$ cat config.mk
export PLATFORM = sky130hd
export DESIGN_NAME = coreCtrl
export DESIGN_NICKNAME = d
export VERILOG_FILES = /design/src/rv_isa_pkg.sv /design/src/core_ctrl_pkg.sv /design/src/inst_decoder.sv /design/src/imm_gen.sv /design/src/hazard_unit.sv /design/src/flush_timer.sv /design/src/ctrl_pipeline.sv /design/src/core_ctrl.sv
export VERILOG_INCLUDE_DIRS = /design/src /design/src/src
export SDC_FILE = /design/constraint.sdc
export NUM_CORES = 1
export LEC_CHECK = 0
export BUFFER_PORTS_ARGS = -buffer_cell sky130_fd_sc_hd__clkbuf_2
export CAP_MARGIN = 30
export CORE_MARGIN = 4
export CORE_UTILIZATION = 35
export CTS_BUF_LIST = sky130_fd_sc_hd__clkbuf_8
export DETAILED_ROUTE_END_ITERATION = 8
export PLACE_DENSITY = 0.63
export SYNTH_ARGS = -nofsm -noshare
export SYNTH_HDL_FRONTEND = slang
export SYNTH_SLANG_ARGS = --single-unit
$ cat constraint.sdc
create_clock -name Clock -period 7.55 [get_ports Clock]
set_input_delay 0 -clock Clock [delete_from_list [all_inputs] [get_ports Clock]]
set_output_delay 0 -clock Clock [all_outputs]
set_load 0.005 [all_outputs]
$ cat src/core_defines.svh
`ifndef CORE_DEFINES_SVH
`define CORE_DEFINES_SVH

// Data and instruction width
`define XLEN 32
// Register index width, x0..x31
`define REG_ADDR_W 5

// ADDI x0,x0,0 seen by decode in place of a bubble
`define NOP_INSTR 32'h0000_0013

// Younger instructions squashed after a taken redirect
`define FLUSH_CYCLES 2

`endif

$ cat src/rv_isa_pkg.sv
package rv_isa_pkg;

    // Major opcodes kept by this core
    typedef enum logic [6:0] {
        LUI    = 7'b0110111,
        AUIPC  = 7'b0010111,
        JAL    = 7'b1101111,
        JALR   = 7'b1100111,
        BRANCH = 7'b1100011,
        LOAD   = 7'b0000011,
        STORE  = 7'b0100011,
        I_OP   = 7'b0010011,
        R_OP   = 7'b0110011,
        FENCE  = 7'b0001111
    } t_opcode;

    // Immediate formats
    typedef enum logic [2:0] {
        I_TYPE, S_TYPE, B_TYPE, U_TYPE, J_TYPE
    } t_immType;

    // ALU operations, shared by R and I forms
    typedef enum logic [3:0] {
        ADD, SUB, SLL, SLT, SLTU, XOR, SRL, SRA, OR, AND
    } t_aluOp;

    // Branch compare, straight from funct3
    typedef enum logic [2:0] {
        BEQ  = 3'b000,
        BNE  = 3'b001,
        BLT  = 3'b100,
        BGE  = 3'b101,
        BLTU = 3'b110,
        BGEU = 3'b111
    } t_branchType;

endpackage

$ cat src/core_ctrl_pkg.sv
`include "core_defines.svh"

package core_ctrl_pkg;
    import rv_isa_pkg::*;

    // Write-back source
    typedef enum logic [1:0] {
        WB_ALU, WB_DMEM, WB_PC4
    } t_selWrBack;

    // Control word, decoded at Q101 and carried to Q105
    typedef struct packed {
        t_opcode                 Opcode;
        logic [`REG_ADDR_W-1:0]  RegDst;
        logic [`REG_ADDR_W-1:0]  RegSrc1;
        logic [`REG_ADDR_W-1:0]  RegSrc2;
        t_aluOp                  AluOp;
        t_branchType             BranchOp;
        t_selWrBack              SelWrBack;
        logic [3:0]              DMemByteEn;
        logic                    SelNextPcAluOutJ; // JAL, JALR
        logic                    SelNextPcAluOutB; // Conditional branch
        logic                    SelAluPc;
        logic                    SelAluImm;
        logic                    Lui;
        logic                    RegWrEn;
        logic                    DMemWrEn;
        logic                    DMemRdEn;
        logic                    SignExt;
    } t_ctrlWord;

endpackage

$ cat src/inst_decoder.sv
`timescale 1ns/1ps
`include "core_defines.svh"

module instDecoder
    import rv_isa_pkg::*;
    import core_ctrl_pkg::*;
(
    input  logic [`XLEN-1:0] InstructionQ101H,
    output t_ctrlWord        CtrlQ101H
);

    t_opcode    opcode;
    logic [2:0] funct3;
    logic [6:0] funct7;
    logic       isMem; // Load or store

    assign opcode = t_opcode'(InstructionQ101H[6:0]);
    assign funct3 = InstructionQ101H[14:12];
    assign funct7 = InstructionQ101H[31:25];
    assign isMem  = (opcode == LOAD) || (opcode == STORE);

    always_comb begin
        CtrlQ101H          = '0;
        CtrlQ101H.Opcode   = opcode;
        CtrlQ101H.RegDst   = InstructionQ101H[11:7];
        CtrlQ101H.RegSrc1  = InstructionQ101H[19:15];
        CtrlQ101H.RegSrc2  = InstructionQ101H[24:20];
        CtrlQ101H.BranchOp = t_branchType'(funct3);

        // Next PC and ALU operand selects
        CtrlQ101H.SelNextPcAluOutJ = (opcode == JAL) || (opcode == JALR);
        CtrlQ101H.SelNextPcAluOutB = (opcode == BRANCH);
        CtrlQ101H.SelAluPc  = (opcode == JAL) || (opcode == BRANCH) || (opcode == AUIPC);
        CtrlQ101H.SelAluImm = (opcode != R_OP); // Register operand only for R type
        CtrlQ101H.Lui       = (opcode == LUI);

        CtrlQ101H.RegWrEn = (opcode == LUI)  || (opcode == AUIPC) || (opcode == JAL) ||
                            (opcode == JALR) || (opcode == LOAD)  || (opcode == I_OP) ||
                            (opcode == R_OP) || (opcode == FENCE);
        CtrlQ101H.DMemWrEn = (opcode == STORE);
        CtrlQ101H.DMemRdEn = (opcode == LOAD);
        CtrlQ101H.SignExt  = (opcode == LOAD) && !funct3[2]; // LB, LH

        if (CtrlQ101H.SelNextPcAluOutJ) CtrlQ101H.SelWrBack = WB_PC4; // Link address
        else if (opcode == LOAD)        CtrlQ101H.SelWrBack = WB_DMEM;
        else                            CtrlQ101H.SelWrBack = WB_ALU;

        // Byte lanes, low aligned
        if (isMem) begin
            case (funct3[1:0])
                2'b00:   CtrlQ101H.DMemByteEn = 4'b0001; // Byte
                2'b01:   CtrlQ101H.DMemByteEn = 4'b0011; // Half
                2'b10:   CtrlQ101H.DMemByteEn = 4'b1111; // Word
                default: CtrlQ101H.DMemByteEn = 4'b0000;
            endcase
        end

        // --------------------------------------------------
        // ALU operation
        // --------------------------------------------------
        casez ({funct3, funct7, opcode})
            {3'b000, 7'b0000000, R_OP}: CtrlQ101H.AluOp = ADD;
            {3'b000, 7'b0100000, R_OP}: CtrlQ101H.AluOp = SUB;
            {3'b001, 7'b0000000, R_OP}: CtrlQ101H.AluOp = SLL;
            {3'b010, 7'b0000000, R_OP}: CtrlQ101H.AluOp = SLT;
            {3'b011, 7'b0000000, R_OP}: CtrlQ101H.AluOp = SLTU;
            {3'b100, 7'b0000000, R_OP}: CtrlQ101H.AluOp = XOR;
            {3'b101, 7'b0000000, R_OP}: CtrlQ101H.AluOp = SRL;
            {3'b101, 7'b0100000, R_OP}: CtrlQ101H.AluOp = SRA;
            {3'b110, 7'b0000000, R_OP}: CtrlQ101H.AluOp = OR;
            {3'b111, 7'b0000000, R_OP}: CtrlQ101H.AluOp = AND;
            {3'b010, 7'b???????, I_OP}: CtrlQ101H.AluOp = SLT;  // SLTI
            {3'b011, 7'b???????, I_OP}: CtrlQ101H.AluOp = SLTU; // SLTIU
            {3'b100, 7'b???????, I_OP}: CtrlQ101H.AluOp = XOR;
            {3'b110, 7'b???????, I_OP}: CtrlQ101H.AluOp = OR;
            {3'b111, 7'b???????, I_OP}: CtrlQ101H.AluOp = AND;
            {3'b001, 7'b0000000, I_OP}: CtrlQ101H.AluOp = SLL;  // Shift amount in rs2 field
            {3'b101, 7'b0000000, I_OP}: CtrlQ101H.AluOp = SRL;
            {3'b101, 7'b0100000, I_OP}: CtrlQ101H.AluOp = SRA;
            default:                    CtrlQ101H.AluOp = ADD;  // Address and link adds, ADDI
        endcase
    end

endmodule

$ cat src/imm_gen.sv
`timescale 1ns/1ps
`include "core_defines.svh"

module immGen
    import rv_isa_pkg::*;
(
    input  logic [`XLEN-1:0] InstructionQ101H,
    output logic [`XLEN-1:0] ImmediateQ101H
);

    logic [`XLEN-1:0] ins;
    t_immType         immType;

    assign ins = InstructionQ101H;

    // Format from opcode
    always_comb begin
        case (t_opcode'(ins[6:0]))
            JALR, I_OP, LOAD: immType = I_TYPE;
            LUI, AUIPC:       immType = U_TYPE;
            JAL:              immType = J_TYPE;
            BRANCH:           immType = B_TYPE;
            STORE:            immType = S_TYPE;
            default:          immType = I_TYPE;
        endcase
    end

    // Sign bit is always ins[31]
    always_comb begin
        case (immType)
            U_TYPE:  ImmediateQ101H = {ins[31:12], 12'b0};
            S_TYPE:  ImmediateQ101H = {{20{ins[31]}}, ins[31:25], ins[11:7]};
            B_TYPE:  ImmediateQ101H = {{20{ins[31]}}, ins[7], ins[30:25], ins[11:8], 1'b0};
            J_TYPE:  ImmediateQ101H = {{12{ins[31]}}, ins[19:12], ins[20], ins[30:21], 1'b0};
            default: ImmediateQ101H = {{20{ins[31]}}, ins[31:20]}; // I type
        endcase
    end

endmodule

$ cat src/hazard_unit.sv
`timescale 1ns/1ps
`include "core_defines.svh"

module hazardUnit
    import rv_isa_pkg::*;
(
    input  logic [`XLEN-1:0]       PreInstructionQ101H,
    input  logic                   DMemReady,
    input  logic                   flushActive,
    input  logic [`REG_ADDR_W-1:0] RegDstQ102H,
    input  logic                   LoadValidQ102H,
    input  logic [`REG_ADDR_W-1:0] RegDstQ103H,
    input  logic                   LoadValidQ103H,
    output logic [`XLEN-1:0]       InstructionQ101H,
    output logic                   ValidQ101H,
    output logic                   ReadyQ100H,
    output logic                   ReadyQ101H,
    output logic                   ReadyQ102H
);

    logic [`REG_ADDR_W-1:0] rs1;
    logic [`REG_ADDR_W-1:0] rs2;
    logic                   useRs2;
    logic                   hazardQ102;
    logic                   hazardQ103;
    logic                   loadHazard;
    logic                   insertNop;
    logic                   freeze;

    assign rs1    = PreInstructionQ101H[19:15];
    assign rs2    = PreInstructionQ101H[24:20];
    assign useRs2 = (t_opcode'(PreInstructionQ101H[6:0]) inside {R_OP, STORE, BRANCH});

    // Load result not yet back, one or two stages ahead
    assign hazardQ102 = LoadValidQ102H && ((rs1 == RegDstQ102H) || (useRs2 && rs2 == RegDstQ102H));
    assign hazardQ103 = LoadValidQ103H && ((rs1 == RegDstQ103H) || (useRs2 && rs2 == RegDstQ103H));
    assign loadHazard = hazardQ102 || hazardQ103;

    assign insertNop        = loadHazard || flushActive;
    assign InstructionQ101H = insertNop ? `NOP_INSTR : PreInstructionQ101H; // Bubble
    assign ValidQ101H       = !insertNop;

    // --------------------------------------------------
    // Stage ready levels
    // --------------------------------------------------
    assign freeze     = !DMemReady;
    assign ReadyQ102H = !freeze; // Q102..Q105 move together
    // Flush overrides the stall, squashed word needs no operands
    assign ReadyQ101H = !freeze && (!loadHazard || flushActive);
    assign ReadyQ100H = !freeze && ReadyQ101H;

endmodule

$ cat src/flush_timer.sv
`timescale 1ns/1ps
`include "core_defines.svh"

module flushTimer (
    input  logic Clock,
    input  logic reset,
    input  logic ReadyQ102H,
    input  logic SelNextPcAluOutBQ102H,
    input  logic SelNextPcAluOutJQ102H,
    input  logic ValidQ102H,
    input  logic BranchCondMetQ102H,
    output logic SelNextPcAluOutQ102H,
    output logic flushActive
);

    localparam int CntW = $clog2(`FLUSH_CYCLES + 1);

    logic [CntW-1:0] flushCnt; // Remaining squash cycles after the redirect

    // Jump, or branch whose condition holds
    assign SelNextPcAluOutQ102H = ValidQ102H &&
        (SelNextPcAluOutJQ102H || (SelNextPcAluOutBQ102H && BranchCondMetQ102H));

    always_ff @(posedge Clock) begin
        if (reset) begin
            flushCnt <= '0;
        end else if (ReadyQ102H) begin
            if (SelNextPcAluOutQ102H) flushCnt <= CntW'(`FLUSH_CYCLES - 1);
            else if (flushCnt != '0)  flushCnt <= flushCnt - 1'b1;
        end
    end

    assign flushActive = SelNextPcAluOutQ102H || (flushCnt != '0);

endmodule

$ cat src/ctrl_pipeline.sv
`timescale 1ns/1ps
`include "core_defines.svh"

module ctrlPipeline
    import rv_isa_pkg::*;
    import core_ctrl_pkg::*;
(
    input  logic                   Clock,
    input  logic                   reset,
    input  logic                   ReadyQ102H,
    input  t_ctrlWord              CtrlQ101H,
    input  logic                   ValidQ101H,
    input  logic                   ReadyQ101H,
    // Q102, execute
    output t_aluOp                 AluOpQ102H,
    output logic                   SelAluPcQ102H,
    output logic                   SelAluImmQ102H,
    output logic                   LuiQ102H,
    output t_branchType            BranchOpQ102H,
    output logic                   SelNextPcAluOutJQ102H,
    output logic                   SelNextPcAluOutBQ102H,
    output logic [`REG_ADDR_W-1:0] RegDstQ102H,
    output logic                   LoadValidQ102H,
    output logic                   ValidQ102H,
    // Q103, memory access
    output logic [`REG_ADDR_W-1:0] RegDstQ103H,
    output logic                   LoadValidQ103H,
    output logic                   DMemWrEnQ103H,
    output logic                   DMemRdEnQ103H,
    output logic [3:0]             DMemByteEnQ103H,
    // Q105, write back
    output logic [`REG_ADDR_W-1:0] RegDstQ105H,
    output logic                   RegWrEnQ105H,
    output t_selWrBack             SelWrBackQ105H,
    output logic                   SignExtQ105H,
    output logic                   ValidInstQ105H
);

    t_ctrlWord  ctrlQ102, ctrlQ103, ctrlQ104, ctrlQ105;
    logic [5:2] preValid; // Index is the stage, 2 for Q102
    logic [5:2] valid;

    // Payload, no reset
    always_ff @(posedge Clock) begin
        if (ReadyQ102H) begin
            ctrlQ102 <= CtrlQ101H;
            ctrlQ103 <= ctrlQ102;
            ctrlQ104 <= ctrlQ103;
            ctrlQ105 <= ctrlQ104;
        end
    end

    always_ff @(posedge Clock) begin
        if (reset) preValid <= '0;
        else if (ReadyQ102H) preValid <= {valid[4:2], ValidQ101H && ReadyQ101H};
    end

    assign valid = ReadyQ102H ? preValid : '0; // Nothing valid in a frozen stage

    // --------------------------------------------------
    // Stage outputs
    // --------------------------------------------------
    assign AluOpQ102H            = ctrlQ102.AluOp;
    assign SelAluPcQ102H         = ctrlQ102.SelAluPc;
    assign SelAluImmQ102H        = ctrlQ102.SelAluImm;
    assign LuiQ102H              = ctrlQ102.Lui;
    assign BranchOpQ102H         = ctrlQ102.BranchOp;
    assign SelNextPcAluOutJQ102H = ctrlQ102.SelNextPcAluOutJ;
    assign SelNextPcAluOutBQ102H = ctrlQ102.SelNextPcAluOutB;
    assign RegDstQ102H           = ctrlQ102.RegDst;
    assign LoadValidQ102H        = valid[2] && (ctrlQ102.Opcode == LOAD);
    assign ValidQ102H            = valid[2];

    assign RegDstQ103H     = ctrlQ103.RegDst;
    assign LoadValidQ103H  = valid[3] && (ctrlQ103.Opcode == LOAD);
    assign DMemWrEnQ103H   = valid[3] && ctrlQ103.DMemWrEn;
    assign DMemRdEnQ103H   = valid[3] && ctrlQ103.DMemRdEn;
    assign DMemByteEnQ103H = ctrlQ103.DMemByteEn;

    assign RegDstQ105H    = ctrlQ105.RegDst;
    assign RegWrEnQ105H   = valid[5] && ctrlQ105.RegWrEn;
    assign SelWrBackQ105H = ctrlQ105.SelWrBack;
    assign SignExtQ105H   = ctrlQ105.SignExt;
    assign ValidInstQ105H = valid[5];

endmodule

$ cat src/core_ctrl.sv
`timescale 1ns/1ps
`include "core_defines.svh"

module coreCtrl
    import rv_isa_pkg::*;
    import core_ctrl_pkg::*;
(
    input  logic                   Clock,
    input  logic                   reset,
    input  logic [`XLEN-1:0]       PreInstructionQ101H,
    input  logic                   BranchCondMetQ102H,
    input  logic                   DMemReady,
    output logic                   ReadyQ100H,
    output logic                   ReadyQ101H,
    output logic                   ReadyQ102H,
    output logic [`XLEN-1:0]       ImmediateQ101H,
    output logic [`REG_ADDR_W-1:0] RegSrc1Q101H,
    output logic [`REG_ADDR_W-1:0] RegSrc2Q101H,
    output logic                   SelNextPcAluOutQ102H,
    output t_aluOp                 AluOpQ102H,
    output logic                   SelAluPcQ102H,
    output logic                   SelAluImmQ102H,
    output logic                   LuiQ102H,
    output t_branchType            BranchOpQ102H,
    output logic                   DMemWrEnQ103H,
    output logic                   DMemRdEnQ103H,
    output logic [3:0]             DMemByteEnQ103H,
    output logic [`REG_ADDR_W-1:0] RegDstQ105H,
    output logic                   RegWrEnQ105H,
    output t_selWrBack             SelWrBackQ105H,
    output logic                   SignExtQ105H,
    output logic                   ValidInstQ105H
);

    logic [`XLEN-1:0]       InstructionQ101H; // After NOP insertion
    logic                   ValidQ101H;
    t_ctrlWord              CtrlQ101H;
    logic                   flushActive;
    logic                   SelNextPcAluOutJQ102H, SelNextPcAluOutBQ102H;
    logic [`REG_ADDR_W-1:0] RegDstQ102H, RegDstQ103H;
    logic                   LoadValidQ102H, LoadValidQ103H;
    logic                   ValidQ102H;

    assign RegSrc1Q101H = CtrlQ101H.RegSrc1; // Register file read ports
    assign RegSrc2Q101H = CtrlQ101H.RegSrc2;

    hazardUnit hazard (.*);
    instDecoder decoder (.InstructionQ101H, .CtrlQ101H);
    immGen immediate (.InstructionQ101H, .ImmediateQ101H);
    flushTimer flush (.*);
    ctrlPipeline pipe (.*);

endmodule

==> metrics.json <==
{
  "result_of_the_run": {"value": "complete, no violations"},
  "most_instantiated_cells_after_synthesis": {"value": "72 x sky130_fd_sc_hd__edfxtp_1, 33 x sky130_fd_sc_hd__a21oi_1, 30 x sky130_fd_sc_hd__buf_4, 30 x sky130_fd_sc_hd__nor2_1, 28 x sky130_fd_sc_hd__nand2_1"},
  "share_of_flip_flops_with_an_asynchronous_set_or_reset": {"value": 0},
  "drt_pre_antenna_iters": {"value": 4},
  "synthTopCellsByArea": {"value": "sky130_fd_sc_hd__edfxtp_1 54%, sky130_fd_sc_hd__buf_4 5.6%, sky130_fd_sc_hd__a21oi_1 4.1%, sky130_fd_sc_hd__dfxtp_1 3.0%, sky130_fd_sc_hd__and2_1 3.0%"},
  "maximum_capacitance_violations": {"value": 0},
  "post_dp_cell_area": {"value": 0.00441, "unit": "mm2"},
  "unrepaired_setup_endpoints_after_global_routing": {"value": "false"},
  "dp_hpwl": {"value": 6940, "unit": "um"},
  "io-pin-count": {"value": 108},
  "ant_nets": {"value": 0},
  "io_buffer_count": {"value": 107},
  "critPathRequiredTime": {"value": 7650, "unit": "ps"},
  "routabilityCongestion": {"value": 0.851},
  "worst-path-max-fanout": {"value": 31},
  "num_vias": {"value": 2912},
  "htreeDepth": {"value": 3},
  "final_report_setup_violation_count": {"value": 0},
  "floorplan.rows": {"value": 38},
  "clk_pin_slew_worst_paths": {"value": 80, "unit": "ps"},
  "finish.instance_area": {"value": 0.00471, "unit": "mm2"},
  "clock_tree_from_tritoncts": {"value": "yes"},
  "clock_tree.buffer_depth": {"value": 2},
  "gr_ovfl_total": {"value": 0},
  "root_buffer": {"value": "sky130_fd_sc_hd__clkbuf_8"},
  "netSwitchingFraction": {"value": 0.283},
  "grt_pass1_wl": {"value": 14800, "unit": "um"},
  "mapped_cell_area": {"value": 0.00400, "unit": "mm2"},
  "max-vdd-ir-drop": {"value": 83.8, "unit": "uV"},
  "timing.critical_path.from_type": {"value": "register"},
  "yosysSeqAreaShare": {"value": 0.571},
  "clock_skew": {"value": 8.63, "unit": "ps"},
  "yosysWarningCount": {"value": 0},
  "chipWidth": {"value": 115, "unit": "um"},
  "grt_start_max_net_pins": {"value": 89},
  "clkPwrFrac": {"value": 0.274},
  "max_stage_delay": {"value": 500, "unit": "ps"},
  "slew_headroom": {"value": 0.359},
  "cts_buffers": {"value": 9},
  "area_enclosed_by_the_die_boundary": {"value": 0.0132, "unit": "mm2"},
  "critical_path_class": {"value": "reg2reg"},
  "finish.net_count": {"value": 492},
  "die_y": {"value": 115, "unit": "um"},
  "cts_num_sinks": {"value": 78},
  "initial_antenna_violation_count": {"value": 0},
  "post-route-period-util": {"value": 0.435},
  "combPwrFrac": {"value": 0.198},
  "synth-edff-count": {"value": 72},
  "hold_ws": {"value": 50.6, "unit": "ps"},
  "first_global_vias": {"value": 2889},
  "leakage": {"value": 1.89, "unit": "nW"},
  "power.density": {"value": 211, "unit": "mW/mm2"},
  "number_of_hold_slack_violations_in_the_final_timing_report": {"value": 0},
  "start_util": {"value": 0.362},
  "globalRouteTotalUtil": {"value": 0.143},
  "core_area": {"value": 0.0110, "unit": "mm2"},
  "wirelength": {"value": 9460, "unit": "um"},
  "clock_insertion_delay_worst_skew": {"value": 340, "unit": "ps"},
  "synth_fp_nets": {"value": 407},
  "p_seq_frac": {"value": 0.528},
  "power_switching": {"value": 0.280, "unit": "mW"},
  "synth_cell_type_count": {"value": 42},
  "worstPathArrival": {"value": 3390, "unit": "ps"},
  "path_delay_family": {"value": "simple AND/OR/NAND/NOR gates"},
  "synth-seq-cells": {"value": 78},
  "timing.critical_path.slowest_stage_cell": {"value": "sky130_fd_sc_hd__or4_1"},
  "ys_dominant_reg_cell": {"value": "sky130_fd_sc_hd__edfxtp_1"},
  "yosysMostFrequentCell": {"value": "sky130_fd_sc_hd__edfxtp_1"},
  "stdcell_count": {"value": 595},
  "hold_path.class": {"value": "in2reg"},
  "drtIter0Drc": {"value": 220},
  "critPathCaptureType": {"value": "register"},
  "area_growth_syn_to_layout": {"value": 17.7, "unit": "%"},
  "fin_setup_tns": {"value": 0, "unit": "ps"},
  "post_detailed_route_drc_marker_count": {"value": 0},
  "min_period": {"value": 3290, "unit": "ps"},
  "cp_num_buf_inv": {"value": 1},
  "total_of_cells_resized_after_clock_tree_synthesis": {"value": 0},
  "internal-power": {"value": 0.711, "unit": "mW"},
  "area_share_of_the_leading_cell_type_in_the_synthesized_netlist": {"value": 0.541},
  "slew_viol_final": {"value": 0},
  "via_cell_ratio": {"value": 4.89},
  "insertedDiodeCount": {"value": 0},
  "achievable-frequency": {"value": 0.304, "unit": "GHz"},
  "nFillCells": {"value": 1059},
  "layout-drive-gt1-share": {"value": 0.288},
  "finalPower": {"value": 0.991, "unit": "mW"},
  "postSynthCellCount": {"value": 365},
  "critical_path.cell_chain": {"value": "xnor2_1, nand3_1, or4_1, a21oi_1, nor3_2, buf_4, and2_1, ha_1, a221o_1, nand2_1, o21ai_0, and3_1"},
  "synth.avg_cell_area": {"value": 11.0, "unit": "um2"},
  "wl_per_cell": {"value": 15.9, "unit": "um"},
  "post-synth-top-area-cell": {"value": "sky130_fd_sc_hd__edfxtp_1"},
  "dp_cells": {"value": 568},
  "tightest_slew": {"value": 953, "unit": "ps"}
}
-- layout by cell type (no fill, tap or decap), types with 3 or more instances in the layout --
| cell type | netlist | layout |
|---|---|---|
| sky130_fd_sc_hd__a21oi_1 | 33 | 33 |
| sky130_fd_sc_hd__and2_1 | 19 | 19 |
| sky130_fd_sc_hd__and3_1 | 10 | 10 |
| sky130_fd_sc_hd__buf_4 | 30 | 3 |
| sky130_fd_sc_hd__clkbuf_2 | 2 | 107 |
| sky130_fd_sc_hd__clkbuf_8 | 0 | 9 |
| sky130_fd_sc_hd__dfxtp_1 | 6 | 6 |
| sky130_fd_sc_hd__dlygate4sd3_1 | 0 | 9 |
| sky130_fd_sc_hd__edfxtp_1 | 72 | 72 |
| sky130_fd_sc_hd__ha_1 | 6 | 6 |
| sky130_fd_sc_hd__inv_1 | 11 | 11 |
| sky130_fd_sc_hd__nand2_1 | 28 | 28 |
| sky130_fd_sc_hd__nand2b_1 | 9 | 9 |
| sky130_fd_sc_hd__nand3_1 | 12 | 12 |
| sky130_fd_sc_hd__nand4_1 | 3 | 3 |
| sky130_fd_sc_hd__nor2_1 | 30 | 30 |
| sky130_fd_sc_hd__nor3_1 | 16 | 15 |
| sky130_fd_sc_hd__nor4_1 | 6 | 5 |
| sky130_fd_sc_hd__o21ai_0 | 10 | 10 |
| sky130_fd_sc_hd__or4_1 | 4 | 4 |
| sky130_fd_sc_hd__xnor2_1 | 10 | 10 |
| sky130_fd_sc_hd__xor2_1 | 11 | 11 |
-- routing by layer --
metal | vias to the layer above | track usage | wire length [um]
met3 | 6 | 0.0426 | 660
met2 | 100 | 0.229 | 4640
met4 | 0 | 0.0438 | 108
li1 | 1447 | - | -
met5 | - | 0 | 0
met1 | 1359 | 0.186 | 4050
-- flip-flops by register name (all words and copies together), names as in the netlist, 2 cells and up --
name and cells:
pipe.SelWrBackQ105H 2, pipe.DMemByteEnQ103H 3, flush.flushCnt 2, pipe.RegDstQ105H 5
pipe.BranchOpQ102H 3, pipe.AluOpQ102H 4, pipe.preValid 4, pipe.ctrlQ102 16
pipe.ctrlQ103 13, pipe.ctrlQ104 9, pipe.RegDstQ102H 5, pipe.RegDstQ103H 5
-- final timing paths --
check / start / end / slack [ps] / cells past startpoint
worst max register to register: pipe.RegDstQ102H[0] / pipe.AluOpQ102H[2] / 4260 / 12
worst min register to register: pipe.ctrlQ104[33] / pipe.RegDstQ105H[1] / 420 / 0
worst min-delay path: PreInstructionQ101H[4] / pipe.ctrlQ102[41] / 50 / 2
worst max-delay path: pipe.RegDstQ102H[0] / pipe.AluOpQ102H[2] / 4260 / 12
-- final cells by class --
cell class | instances | area [um2] | share of cell area
well taps | 140 | 175 | 0.0372
clock inverters | 7 | 47.5 | 0.0101
multi-input cells | 230 | 1360 | 0.289
clock buffers | 9 | 124 | 0.0263
repair buffers | 120 | 676 | 0.144
flip-flops and latches | 78 | 2280 | 0.485
inverters | 11 | 41.3 | 0.00877
-- power groups by stage --
stage | Clock (mW) | Sequential (mW) | Combinational, mW
2_1_floorplan | 0 | 0.529 | 0.131
3_3_place_gp | 0 | 0.533 | 0.188
3_5_place_dp | 0 | 0.534 | 0.191
4_1_cts | 0.281 | 0.524 | 0.195
5_1_grt | 0.297 | 0.527 | 0.220
6_report | 0.271 | 0.523 | 0.196
-- stage by stage --
| step | setup WS (ps) | util |
|---|---|---|
| floorplan | 4690 | - |
| global placement | 4330 | 0.400 |
| detailed placement | 4160 | 0.400 |
| CTS | 4330 | 0.423 |
| global route | 4070 | 0.427 |
| finish | 4260 | 0.427 |
-- logic make-up (layout without fill, tap and decap cells) --
family,count (synthesis),after routing,synth area share
mux,1,1,0.00250
buf+inv,57,147,0.0917
simple gates,145,145,0.188
flops,78,78,0.571
compound gates,57,57,0.0823
fa+ha+maj,6,6,0.0188
xor+xnor,21,21,0.0460
-- worst register-to-register path, cell delays in order (launching register included) --
cell and delay (ps):
sky130_fd_sc_hd__edfxtp_1 450, sky130_fd_sc_hd__xnor2_1 220, sky130_fd_sc_hd__nand3_1 90, sky130_fd_sc_hd__or4_1 500, sky130_fd_sc_hd__a21oi_1 330, sky130_fd_sc_hd__nor3_2 80
sky130_fd_sc_hd__buf_4 250, sky130_fd_sc_hd__and2_1 240, sky130_fd_sc_hd__ha_1 240, sky130_fd_sc_hd__a221o_1 320, sky130_fd_sc_hd__nand2_1 60, sky130_fd_sc_hd__o21ai_0 80
sky130_fd_sc_hd__and3_1 190
-- repair_timing --
action                                 4_1_cts  5_1_grt
buffers inserted                             0        0
endpoints found under the hold margin       13        3
hold buffers                                 8        1
(Power assumes the default switching activity.)
